`config.mk`:
```
export PLATFORM = sky130hd
export DESIGN_NAME = branch_resolve_top
export DESIGN_NICKNAME = d
export VERILOG_FILES = /design/src/branch_pkg.sv /design/src/branch_resolve_top.sv /design/src/fu_branch.sv /design/src/btb_predictor.sv /design/src/branch_issue_queue.sv
export VERILOG_INCLUDE_DIRS = /design/src /design/src/src
export SDC_FILE = /design/constraint.sdc
export NUM_CORES = 2
export LEC_CHECK = 0
export BUFFER_PORTS_ARGS = -buffer_cell sky130_fd_sc_hd__buf_4
export CAP_MARGIN = 40
export CORE_MARGIN = 3
export CORE_UTILIZATION = 50
export CTS_CLUSTER_SIZE = 28
export DETAILED_ROUTE_END_ITERATION = 10
export MAX_ROUTING_LAYER = met4
export PLACE_DENSITY = 0.66
export SLEW_MARGIN = 20
export SYNTH_ARGS = -nofsm -noshare
export SYNTH_HDL_FRONTEND = slang
export SYNTH_SLANG_ARGS = --single-unit
export TNS_END_PERCENT = 5
```
`constraint.sdc`:
```
create_clock -name CLK -period 8.15 [get_ports CLK]
set_input_delay 0 -clock CLK [delete_from_list [all_inputs] [get_ports CLK]]
set_output_delay 0 -clock CLK [all_outputs]
set_load 0.02 [all_outputs]
```
`src/branch_defines.svh`:
```
`ifndef BRANCH_DEFINES_SVH
`define BRANCH_DEFINES_SVH

// data path and PC width
`define WORD_W 32

// number of rows in the direct-mapped BTB
// the row index comes from pc[5:2]
`define BTB_ENTRIES 16

// issue queue depth, also the dispatcher's starting issue credits
`define IQ_DEPTH 4

// result credits the branch unit holds toward the reorder buffer
`define RES_CREDITS 2

// width of the op sequence tag
`define TAG_W 4

`endif
```
`src/branch_pkg.sv`:
```
`include "branch_defines.svh"

package branch_pkg;

  typedef logic [`WORD_W-1:0] word_t;
  typedef logic [`TAG_W-1:0] tag_t;

  // opcodes follow the RV32 funct3 encoding of the conditional branches
  typedef enum logic [2:0] {
    BT_BEQ  = 3'b000,
    BT_BNE  = 3'b001,
    BT_BLT  = 3'b100,
    BT_BGE  = 3'b101,
    BT_BLTU = 3'b110,
    BT_BGEU = 3'b111
  } branch_type_e;

  typedef struct packed {
    tag_t         tag;
    branch_type_e branch_type;
    word_t        current_pc;
    word_t        imm;
    word_t        reg_a;
    word_t        reg_b;
  } br_op_t;

  // an op as it waits in the queue, with the prediction made at dispatch
  typedef struct packed {
    br_op_t op;
    logic   predicted_outcome;
    word_t  predicted_target;
  } br_entry_t;

  typedef struct packed {
    tag_t  tag;
    logic  branch_outcome;
    logic  miss;
    word_t correct_pc;
    word_t branch_target;
  } br_result_t;

  typedef struct packed {
    word_t update_pc;
    logic  taken;
    word_t branch_target;
  } btb_update_t;

endpackage

```
`src/branch_resolve_top.sv`:
```
`timescale 1ns/1ps

module branch_resolve_top (
  input  logic                   CLK,
  input  logic                   nRST,
  input  logic                   issue_valid,
  input  branch_pkg::br_op_t     issue_op,
  output logic                   issue_credit,
  input  logic                   res_credit,
  output logic                   res_valid,
  output branch_pkg::br_result_t res
);
  import branch_pkg::*;

  logic        pred_taken;
  word_t       pred_target;
  br_entry_t   wr_entry;
  logic        head_valid;
  br_entry_t   head_entry;
  logic        head_pop;
  logic        btb_upd_valid;
  btb_update_t btb_upd;

  // the prediction is taken from the BTB in the cycle the op is accepted
  assign wr_entry.op                = issue_op;
  assign wr_entry.predicted_outcome = pred_taken;
  assign wr_entry.predicted_target  = pred_target;

  branch_issue_queue u_queue (
    .CLK          (CLK),
    .nRST         (nRST),
    .wr_valid     (issue_valid),
    .wr_entry     (wr_entry),
    .head_valid   (head_valid),
    .head_entry   (head_entry),
    .head_pop     (head_pop),
    .issue_credit (issue_credit)
  );

  btb_predictor u_btb (
    .CLK         (CLK),
    .nRST        (nRST),
    .lookup_pc   (issue_op.current_pc),
    .pred_taken  (pred_taken),
    .pred_target (pred_target),
    .upd_valid   (btb_upd_valid),
    .upd         (btb_upd)
  );

  fu_branch u_fu (
    .CLK           (CLK),
    .nRST          (nRST),
    .head_valid    (head_valid),
    .head_entry    (head_entry),
    .head_pop      (head_pop),
    .res_credit    (res_credit),
    .res_valid     (res_valid),
    .res           (res),
    .btb_upd_valid (btb_upd_valid),
    .btb_upd       (btb_upd)
  );

endmodule

```
`src/fu_branch.sv`:
```
`timescale 1ns/1ps
`include "branch_defines.svh"

module fu_branch (
  input  logic                    CLK,
  input  logic                    nRST,
  input  logic                    head_valid,
  input  branch_pkg::br_entry_t   head_entry,
  output logic                    head_pop,
  input  logic                    res_credit,
  output logic                    res_valid,
  output branch_pkg::br_result_t  res,
  output logic                    btb_upd_valid,
  output branch_pkg::btb_update_t btb_upd
);
  import branch_pkg::*;

  localparam int CW = $clog2(`RES_CREDITS + 1);

  logic [CW-1:0] credit_cnt;
  logic          credit_avail;
  logic          resolve;

  logic  is_eq;
  logic  is_lt;
  logic  is_ltu;
  logic  actual_outcome;
  logic  miss;
  word_t taken_pc;
  word_t fall_pc;

  // guards against a second BTB write for an op presented twice
  logic btb_updated;
  tag_t last_tag;
  logic upd_blocked;

  assign is_eq  = (head_entry.op.reg_a == head_entry.op.reg_b);
  assign is_lt  = ($signed(head_entry.op.reg_a) < $signed(head_entry.op.reg_b));
  assign is_ltu = (head_entry.op.reg_a < head_entry.op.reg_b);

  always_comb begin
    case (head_entry.op.branch_type)
      BT_BEQ:  actual_outcome = is_eq;
      BT_BNE:  actual_outcome = !is_eq;
      BT_BLT:  actual_outcome = is_lt;
      BT_BGE:  actual_outcome = !is_lt;
      BT_BLTU: actual_outcome = is_ltu;
      BT_BGEU: actual_outcome = !is_ltu;
      default: actual_outcome = 1'b0;
    endcase
  end

  assign taken_pc = head_entry.op.current_pc + head_entry.op.imm;
  assign fall_pc  = head_entry.op.current_pc + word_t'(4);

  // a taken branch with the right direction but a stale target is still a miss
  assign miss = (actual_outcome != head_entry.predicted_outcome) ||
                (actual_outcome && (head_entry.predicted_target != taken_pc));

  assign credit_avail = (credit_cnt != '0);
  assign resolve      = head_valid && credit_avail;
  assign head_pop     = resolve;

  assign upd_blocked   = btb_updated && (last_tag == head_entry.op.tag);
  assign btb_upd_valid = resolve && !upd_blocked;

  assign btb_upd.update_pc     = head_entry.op.current_pc;
  assign btb_upd.taken         = actual_outcome;
  assign btb_upd.branch_target = taken_pc;

  always_ff @(posedge CLK, negedge nRST) begin
    if (!nRST) begin
      credit_cnt  <= CW'(`RES_CREDITS);
      res_valid   <= 1'b0;
      btb_updated <= 1'b0;
      last_tag    <= '0;
    end else begin
      case ({resolve, res_credit})
        2'b10:   credit_cnt <= credit_cnt - 1'b1;
        2'b01:   credit_cnt <= credit_cnt + 1'b1;
        default: credit_cnt <= credit_cnt;
      endcase
      res_valid <= resolve;
      if (btb_upd_valid) begin
        btb_updated <= 1'b1;
        last_tag    <= head_entry.op.tag;
      end
    end
  end

  always_ff @(posedge CLK) begin
    if (resolve) begin
      res.tag            <= head_entry.op.tag;
      res.branch_outcome <= actual_outcome;
      res.miss           <= miss;
      res.correct_pc     <= actual_outcome ? taken_pc : fall_pc;
      res.branch_target  <= taken_pc;
    end
  end

endmodule

```
`src/btb_predictor.sv`:
```
`timescale 1ns/1ps
`include "branch_defines.svh"

module btb_predictor (
  input  logic                    CLK,
  input  logic                    nRST,
  input  branch_pkg::word_t       lookup_pc,
  output logic                    pred_taken,
  output branch_pkg::word_t       pred_target,
  input  logic                    upd_valid,
  input  branch_pkg::btb_update_t upd
);
  import branch_pkg::*;

  localparam int IDX_W = $clog2(`BTB_ENTRIES);
  localparam int TAG_HI_W = `WORD_W - IDX_W - 2;

  logic [`BTB_ENTRIES-1:0] valid;
  logic [TAG_HI_W-1:0]     tag_mem [`BTB_ENTRIES];
  word_t                   target_mem [`BTB_ENTRIES];
  logic [1:0]              ctr_mem [`BTB_ENTRIES];

  logic [IDX_W-1:0]    lk_idx;
  logic [TAG_HI_W-1:0] lk_tag;
  logic                lk_hit;

  logic [IDX_W-1:0]    up_idx;
  logic [TAG_HI_W-1:0] up_tag;
  logic                up_hit;

  // the low two PC bits are always zero for aligned instructions
  assign lk_idx = lookup_pc[IDX_W+1:2];
  assign lk_tag = lookup_pc[`WORD_W-1:IDX_W+2];
  assign lk_hit = valid[lk_idx] && (tag_mem[lk_idx] == lk_tag);

  // counter values 2 and 3 predict taken
  assign pred_taken  = lk_hit && ctr_mem[lk_idx][1];
  assign pred_target = pred_taken ? target_mem[lk_idx] : lookup_pc + word_t'(4);

  assign up_idx = upd.update_pc[IDX_W+1:2];
  assign up_tag = upd.update_pc[`WORD_W-1:IDX_W+2];
  assign up_hit = valid[up_idx] && (tag_mem[up_idx] == up_tag);

  always_ff @(posedge CLK, negedge nRST) begin
    if (!nRST) begin
      valid <= '0;
    end else if (upd_valid && upd.taken && !up_hit) begin
      valid[up_idx] <= 1'b1;
    end
  end

  always_ff @(posedge CLK) begin
    if (upd_valid) begin
      if (upd.taken) begin
        target_mem[up_idx] <= upd.branch_target;
        if (up_hit) begin
          if (ctr_mem[up_idx] != 2'd3) begin
            ctr_mem[up_idx] <= ctr_mem[up_idx] + 2'd1;
          end
        end else begin
          // allocation evicts whatever row aliased here and starts weakly taken
          tag_mem[up_idx] <= up_tag;
          ctr_mem[up_idx] <= 2'd2;
        end
      end else if (up_hit && ctr_mem[up_idx] != 2'd0) begin
        ctr_mem[up_idx] <= ctr_mem[up_idx] - 2'd1;
      end
    end
  end

endmodule

```
`src/branch_issue_queue.sv`:
```
`timescale 1ns/1ps
`include "branch_defines.svh"

module branch_issue_queue (
  input  logic                  CLK,
  input  logic                  nRST,
  input  logic                  wr_valid,
  input  branch_pkg::br_entry_t wr_entry,
  output logic                  head_valid,
  output branch_pkg::br_entry_t head_entry,
  input  logic                  head_pop,
  output logic                  issue_credit
);
  import branch_pkg::*;

  localparam int PTR_W = $clog2(`IQ_DEPTH);
  localparam int CNT_W = $clog2(`IQ_DEPTH + 1);

  br_entry_t mem [`IQ_DEPTH];

  logic [PTR_W-1:0] rd_ptr;
  logic [PTR_W-1:0] wr_ptr;
  logic [CNT_W-1:0] count;
  logic             full;
  logic             push;
  logic             pop;

  assign full = (count == CNT_W'(`IQ_DEPTH));
  assign head_valid = (count != '0);
  assign head_entry = mem[rd_ptr];

  // a write into a full queue is dropped here and flagged by the checker
  assign push = wr_valid && !full;
  assign pop  = head_pop && head_valid;

  always_ff @(posedge CLK) begin
    if (push) begin
      mem[wr_ptr] <= wr_entry;
    end
  end

  always_ff @(posedge CLK, negedge nRST) begin
    if (!nRST) begin
      rd_ptr       <= '0;
      wr_ptr       <= '0;
      count        <= '0;
      issue_credit <= 1'b0;
    end else begin
      if (push) begin
        wr_ptr <= (wr_ptr == PTR_W'(`IQ_DEPTH - 1)) ? '0 : wr_ptr + 1'b1;
      end
      if (pop) begin
        rd_ptr <= (rd_ptr == PTR_W'(`IQ_DEPTH - 1)) ? '0 : rd_ptr + 1'b1;
      end
      case ({push, pop})
        2'b10:   count <= count + 1'b1;
        2'b01:   count <= count - 1'b1;
        default: count <= count;
      endcase
      // every popped entry frees one slot for the dispatcher
      issue_credit <= pop;
    end
  end

endmodule

```
==> metrics.cfg <==
[sta]
fin_setup_tns_ns = 0
fin_crit_sh = 0.783
achievable-frequency_mhz = 157
skew_ns = 0.0328
final-hold-violation-count = 0
timing.slew.headroom = 0.164
slew_violations = 0
unrepaired_setup_endpoints_after_global_routing = no
finalSetupViolCount = 0
finalCriticalPeriod_ns = 6.38
tightestPinTransition_ns = 1.25

[synth]
synth_area_per_cell_sq_um = 19.1
synthAdderAreaFrac = 0.0135
largest_family_of_logic_cells_by_synthesized_area = multiplexers
synthCells = 3875
ys_types = 87
simple_gate_share_of_the_synthesized_area = 0.0338
synth.mux.area_fraction = 0.176
synth.cell_area_sq_um = 74100
area_fraction_in_compound_gates_after_synthesis = 0.0336
synth.net_count = 4093
synth_xor_area_frac = 0.0232
postSynth.asyncResetShare = 0.0179
register_bit_count_reported_by_yosys = 1733
yosys_most_used_dff = sky130_fd_sc_hd__edfxtp_1
synth_enable_flop_cells = 1702
ys_seq_area_frac = 0.700
yosysWarnings = 0

[floorplanning]
floorplan.rows = 140
boundaryPins = 211
fp.coreArea_sq_um = 146000
die-height_um = 391
die_width_um = 391
die_area_sq_um = 153000
initial_core_util = 0.506

[global_route]
grt_antenna_before_repair = 13
grt_pass1_vias = 40800
grt_remaining_overflow = 0
grt_first_pass_wirelength_um = 297000
grt_max_degree = 139
grt_util_all_layers = 0.281

[power]
sequentialPowerShare = 0.373
p_comb_frac = 0.434
ir_drop_mv = 0.471
p_switching_mw = 15.8
p_sw_frac = 0.389
internal_power_mw = 24.8
pwr-share-clk = 0.193
powerDensity_nw_per_um2 = 466
lkg_pwr_nw = 29.1

[worst_setup_path]
critical_path.startpoint_type = flop
crit_path_end_kind = flop
timing.setup.critical_path_class = flop to flop
crit_arrival_ns = 6.95
worstPathMaxFanout = 65
crit_required_ns = 8.72

[run]
max-cap-violations = 0

[drt]
drt_wirelength_um = 207000
drt-vias-per-instance = 6.34
routed-via-count = 41200
firstDrtPassIters = 6
drc_errors = 0
antenna_left = 0
routed_length_per_instance_um = 31.9
drt_iter0_markers = 5220

[cells_and_area]
post_route_cells_drive_above_1_share = 0.259
post-route-util = 0.595
area_growth_pct = 17.5
design.final.nets = 4649
layout.cells.most_common_list = sky130_fd_sc_hd__edfxtp_1 (1,702), sky130_fd_sc_hd__mux4_2 (487), sky130_fd_sc_hd__buf_4 (292)
final_cell_area_sq_um = 87100
final_common_cell = sky130_fd_sc_hd__edfxtp_1

[cts]
cts-buffers-inserted = 177
cts_root_buf = sky130_fd_sc_hd__clkbuf_16
clk_path_buf_depth = 3
clock_transition_at_path_regs_ns = 0.07
tritoncts_num_sinks = 1733
htreeDepth = 4
insertion_delay_to_the_later_sink_of_the_worst_skew_pair_ns = 0.81
postCtsSetupBuffers = 0
cts_tree = done

[place]
postPlaceCellArea_sq_um = 79100
gp_congestion = 0.972
buffer_ports.inserted = 210
dp.final_hpwl_um = 134000

[outcome]
run_status = finished clean

[hold_path]
hp-class = input port to flop

-- sequential cells by signal (all words and copies together) (netlist names), 2 cells and up --
signal,flops
u_queue.count,3
u_btb.target_mem,512
u_fu.last_tag,4
u_btb.valid,16
u_queue.rd_ptr,2
u_queue.mem,672
u_fu.res,70
u_queue.wr_ptr,2
u_btb.tag_mem,416
u_fu.credit_cnt,2
u_btb.ctr_mem,32
-- critical path, stage by stage (launching register included) --
cell	delay [ns]
sky130_fd_sc_hd__dfrtp_4	0.73
sky130_fd_sc_hd__buf_12	0.47
sky130_fd_sc_hd__mux4_2	0.85
sky130_fd_sc_hd__ha_1	0.52
sky130_fd_sc_hd__a21oi_1	0.21
sky130_fd_sc_hd__o211ai_1	0.16
sky130_fd_sc_hd__o211a_1	0.15
sky130_fd_sc_hd__nor4_1	0.65
sky130_fd_sc_hd__o211ai_1	0.26
sky130_fd_sc_hd__a221oi_1	0.51
sky130_fd_sc_hd__xnor3_1	0.42
sky130_fd_sc_hd__nor4_1	0.30
sky130_fd_sc_hd__nand4_1	0.14
sky130_fd_sc_hd__or4_1	0.49
sky130_fd_sc_hd__o21a_1	0.13
-- power by group through the flow --
stage          sequential, mW  combinational, mW  clock (mW)
6_report                 15.1               17.6        7.85
5_1_grt                  15.3               18.7        8.31
4_1_cts                  15.1               17.4        7.96
3_5_place_dp             15.3               17.2           0
3_3_place_gp             15.3               16.9           0
2_1_floorplan            15.5               9.96           0
-- through the flow --
| step | setup slack [ns] | power, mW | std cells | hold slack (ns) |
|---|---|---|---|---|
| 6_report | 1.77 | 40.6 | 6501 | 0.0288 |
| 5_1_grt | 1.39 | 42.2 | 6498 | 0.00894 |
| 4_1_cts | 1.82 | 40.5 | 6485 | 0.00726 |
| 3_5_place_dp | 1.84 | 32.5 | 5930 | -0.00295 |
| 3_3_place_gp | 1.87 | 32.1 | 5895 | -0.00679 |
| 2_1_floorplan | 1.18 | 25.4 | 3875 | -0.296 |
-- cells in the mapped netlist, types with 5 or more instances --
| cell type | count | share of area |
|---|---|---|
| sky130_fd_sc_hd__a32oi_1 | 12 | 0.0014 |
| sky130_fd_sc_hd__ha_1 | 77 | 0.013 |
| sky130_fd_sc_hd__mux2i_1 | 183 | 0.025 |
| sky130_fd_sc_hd__buf_6 | 19 | 0.0029 |
| sky130_fd_sc_hd__nor2b_1 | 8 | 0.00068 |
| sky130_fd_sc_hd__nand2b_1 | 6 | 0.00051 |
| sky130_fd_sc_hd__clkbuf_1 | 84 | 0.0043 |
| sky130_fd_sc_hd__a2111oi_0 | 5 | 0.00059 |
| sky130_fd_sc_hd__a22oi_1 | 17 | 0.0017 |
| sky130_fd_sc_hd__a211oi_1 | 9 | 0.00091 |
| sky130_fd_sc_hd__buf_2 | 40 | 0.0027 |
| sky130_fd_sc_hd__nor4_1 | 12 | 0.0010 |
| sky130_fd_sc_hd__xor2_1 | 76 | 0.0090 |
| sky130_fd_sc_hd__o221ai_1 | 7 | 0.00083 |
| sky130_fd_sc_hd__dfrtp_1 | 30 | 0.010 |
| sky130_fd_sc_hd__a21o_1 | 31 | 0.0031 |
| sky130_fd_sc_hd__buf_4 | 22 | 0.0022 |
| sky130_fd_sc_hd__nor3_1 | 25 | 0.0017 |
| sky130_fd_sc_hd__a31oi_1 | 12 | 0.0010 |
| sky130_fd_sc_hd__nand2_1 | 203 | 0.010 |
| sky130_fd_sc_hd__a22o_1 | 10 | 0.0012 |
| sky130_fd_sc_hd__o22ai_1 | 7 | 0.00059 |
| sky130_fd_sc_hd__nand4_1 | 34 | 0.0029 |
| sky130_fd_sc_hd__o21ai_1 | 6 | 0.00041 |
| sky130_fd_sc_hd__a221oi_1 | 11 | 0.0013 |
| sky130_fd_sc_hd__edfxtp_1 | 1702 | 0.69 |
| sky130_fd_sc_hd__xnor2_1 | 102 | 0.012 |
| sky130_fd_sc_hd__and2_1 | 9 | 0.00076 |
| sky130_fd_sc_hd__and3_1 | 20 | 0.0017 |
| sky130_fd_sc_hd__o211ai_1 | 14 | 0.0014 |
| sky130_fd_sc_hd__o21a_1 | 8 | 0.00081 |
| sky130_fd_sc_hd__o21ai_0 | 67 | 0.0045 |
| sky130_fd_sc_hd__a21oi_1 | 76 | 0.0051 |
| sky130_fd_sc_hd__inv_1 | 79 | 0.0040 |
| sky130_fd_sc_hd__mux2_2 | 21 | 0.0032 |
| sky130_fd_sc_hd__or2_2 | 7 | 0.00059 |
| sky130_fd_sc_hd__nand3_1 | 49 | 0.0033 |
| sky130_fd_sc_hd__nor2_1 | 136 | 0.0069 |
| sky130_fd_sc_hd__buf_1 | 32 | 0.0016 |
| sky130_fd_sc_hd__o21bai_1 | 20 | 0.0020 |
| sky130_fd_sc_hd__mux4_2 | 487 | 0.15 |
-- cell type report --
class / count / area [sq um]
antenna: 11 / 27.5
clock buffer: 214 / 4600
clock inverter: 107 / 997
fill: 10500 / 59300
inverter: 82 / 323
multi-input combinational: 1855 / 21200
sequential: 1733 / 51900
tap: 1917 / 2400
timing repair buffer: 582 / 5740
-- routing by layer --
layer,track usage,share of wire,up-vias
met5,-,0,-
met4,0.0836,0.031,0
met3,0.0569,0.097,319
met2,0.422,0.47,2119
met1,0.395,0.40,21800
li1,-,-,17000
-- path summary, 6_finish.rpt --
check	start	endpoint	slack (ns)	cells past startpoint
hold reg to reg	u_fu.btb_updated	u_fu.btb_updated	0.49	1
setup / recovery	u_queue.rd_ptr[0]	u_fu.res[64]	1.77	14
min in group asynchronous	nRST	u_fu.credit_cnt[1]	0.30	3
setup reg to reg	u_queue.rd_ptr[0]	u_fu.res[64]	1.77	14
max in group asynchronous	nRST	u_queue.rd_ptr[1]	7.63	4
hold / removal	issue_op[78]	u_queue.mem[2][111]	0.03	2
-- cell families after synthesis --
logic type | count (synthesis)
DFF | 1733
muxes | 692
and+or+nand+nor | 540
AOI/OAI and AO/OA | 359
buffers and inverters | 287
xor gates and xnor gates | 185
adders and majority gates | 79
-- what timing repair did --
| item | 4_1_cts | 5_1_grt |
|---|---|---|
| endpoints found under the setup margin | 0 | 0 |
| hold buffers | 234 | 0 |
| resized for setup | 0 | 0 |
| endpoints found under the hold margin | 681 | 0 |
No activity file was read; power rests on OpenSTA's default activity.
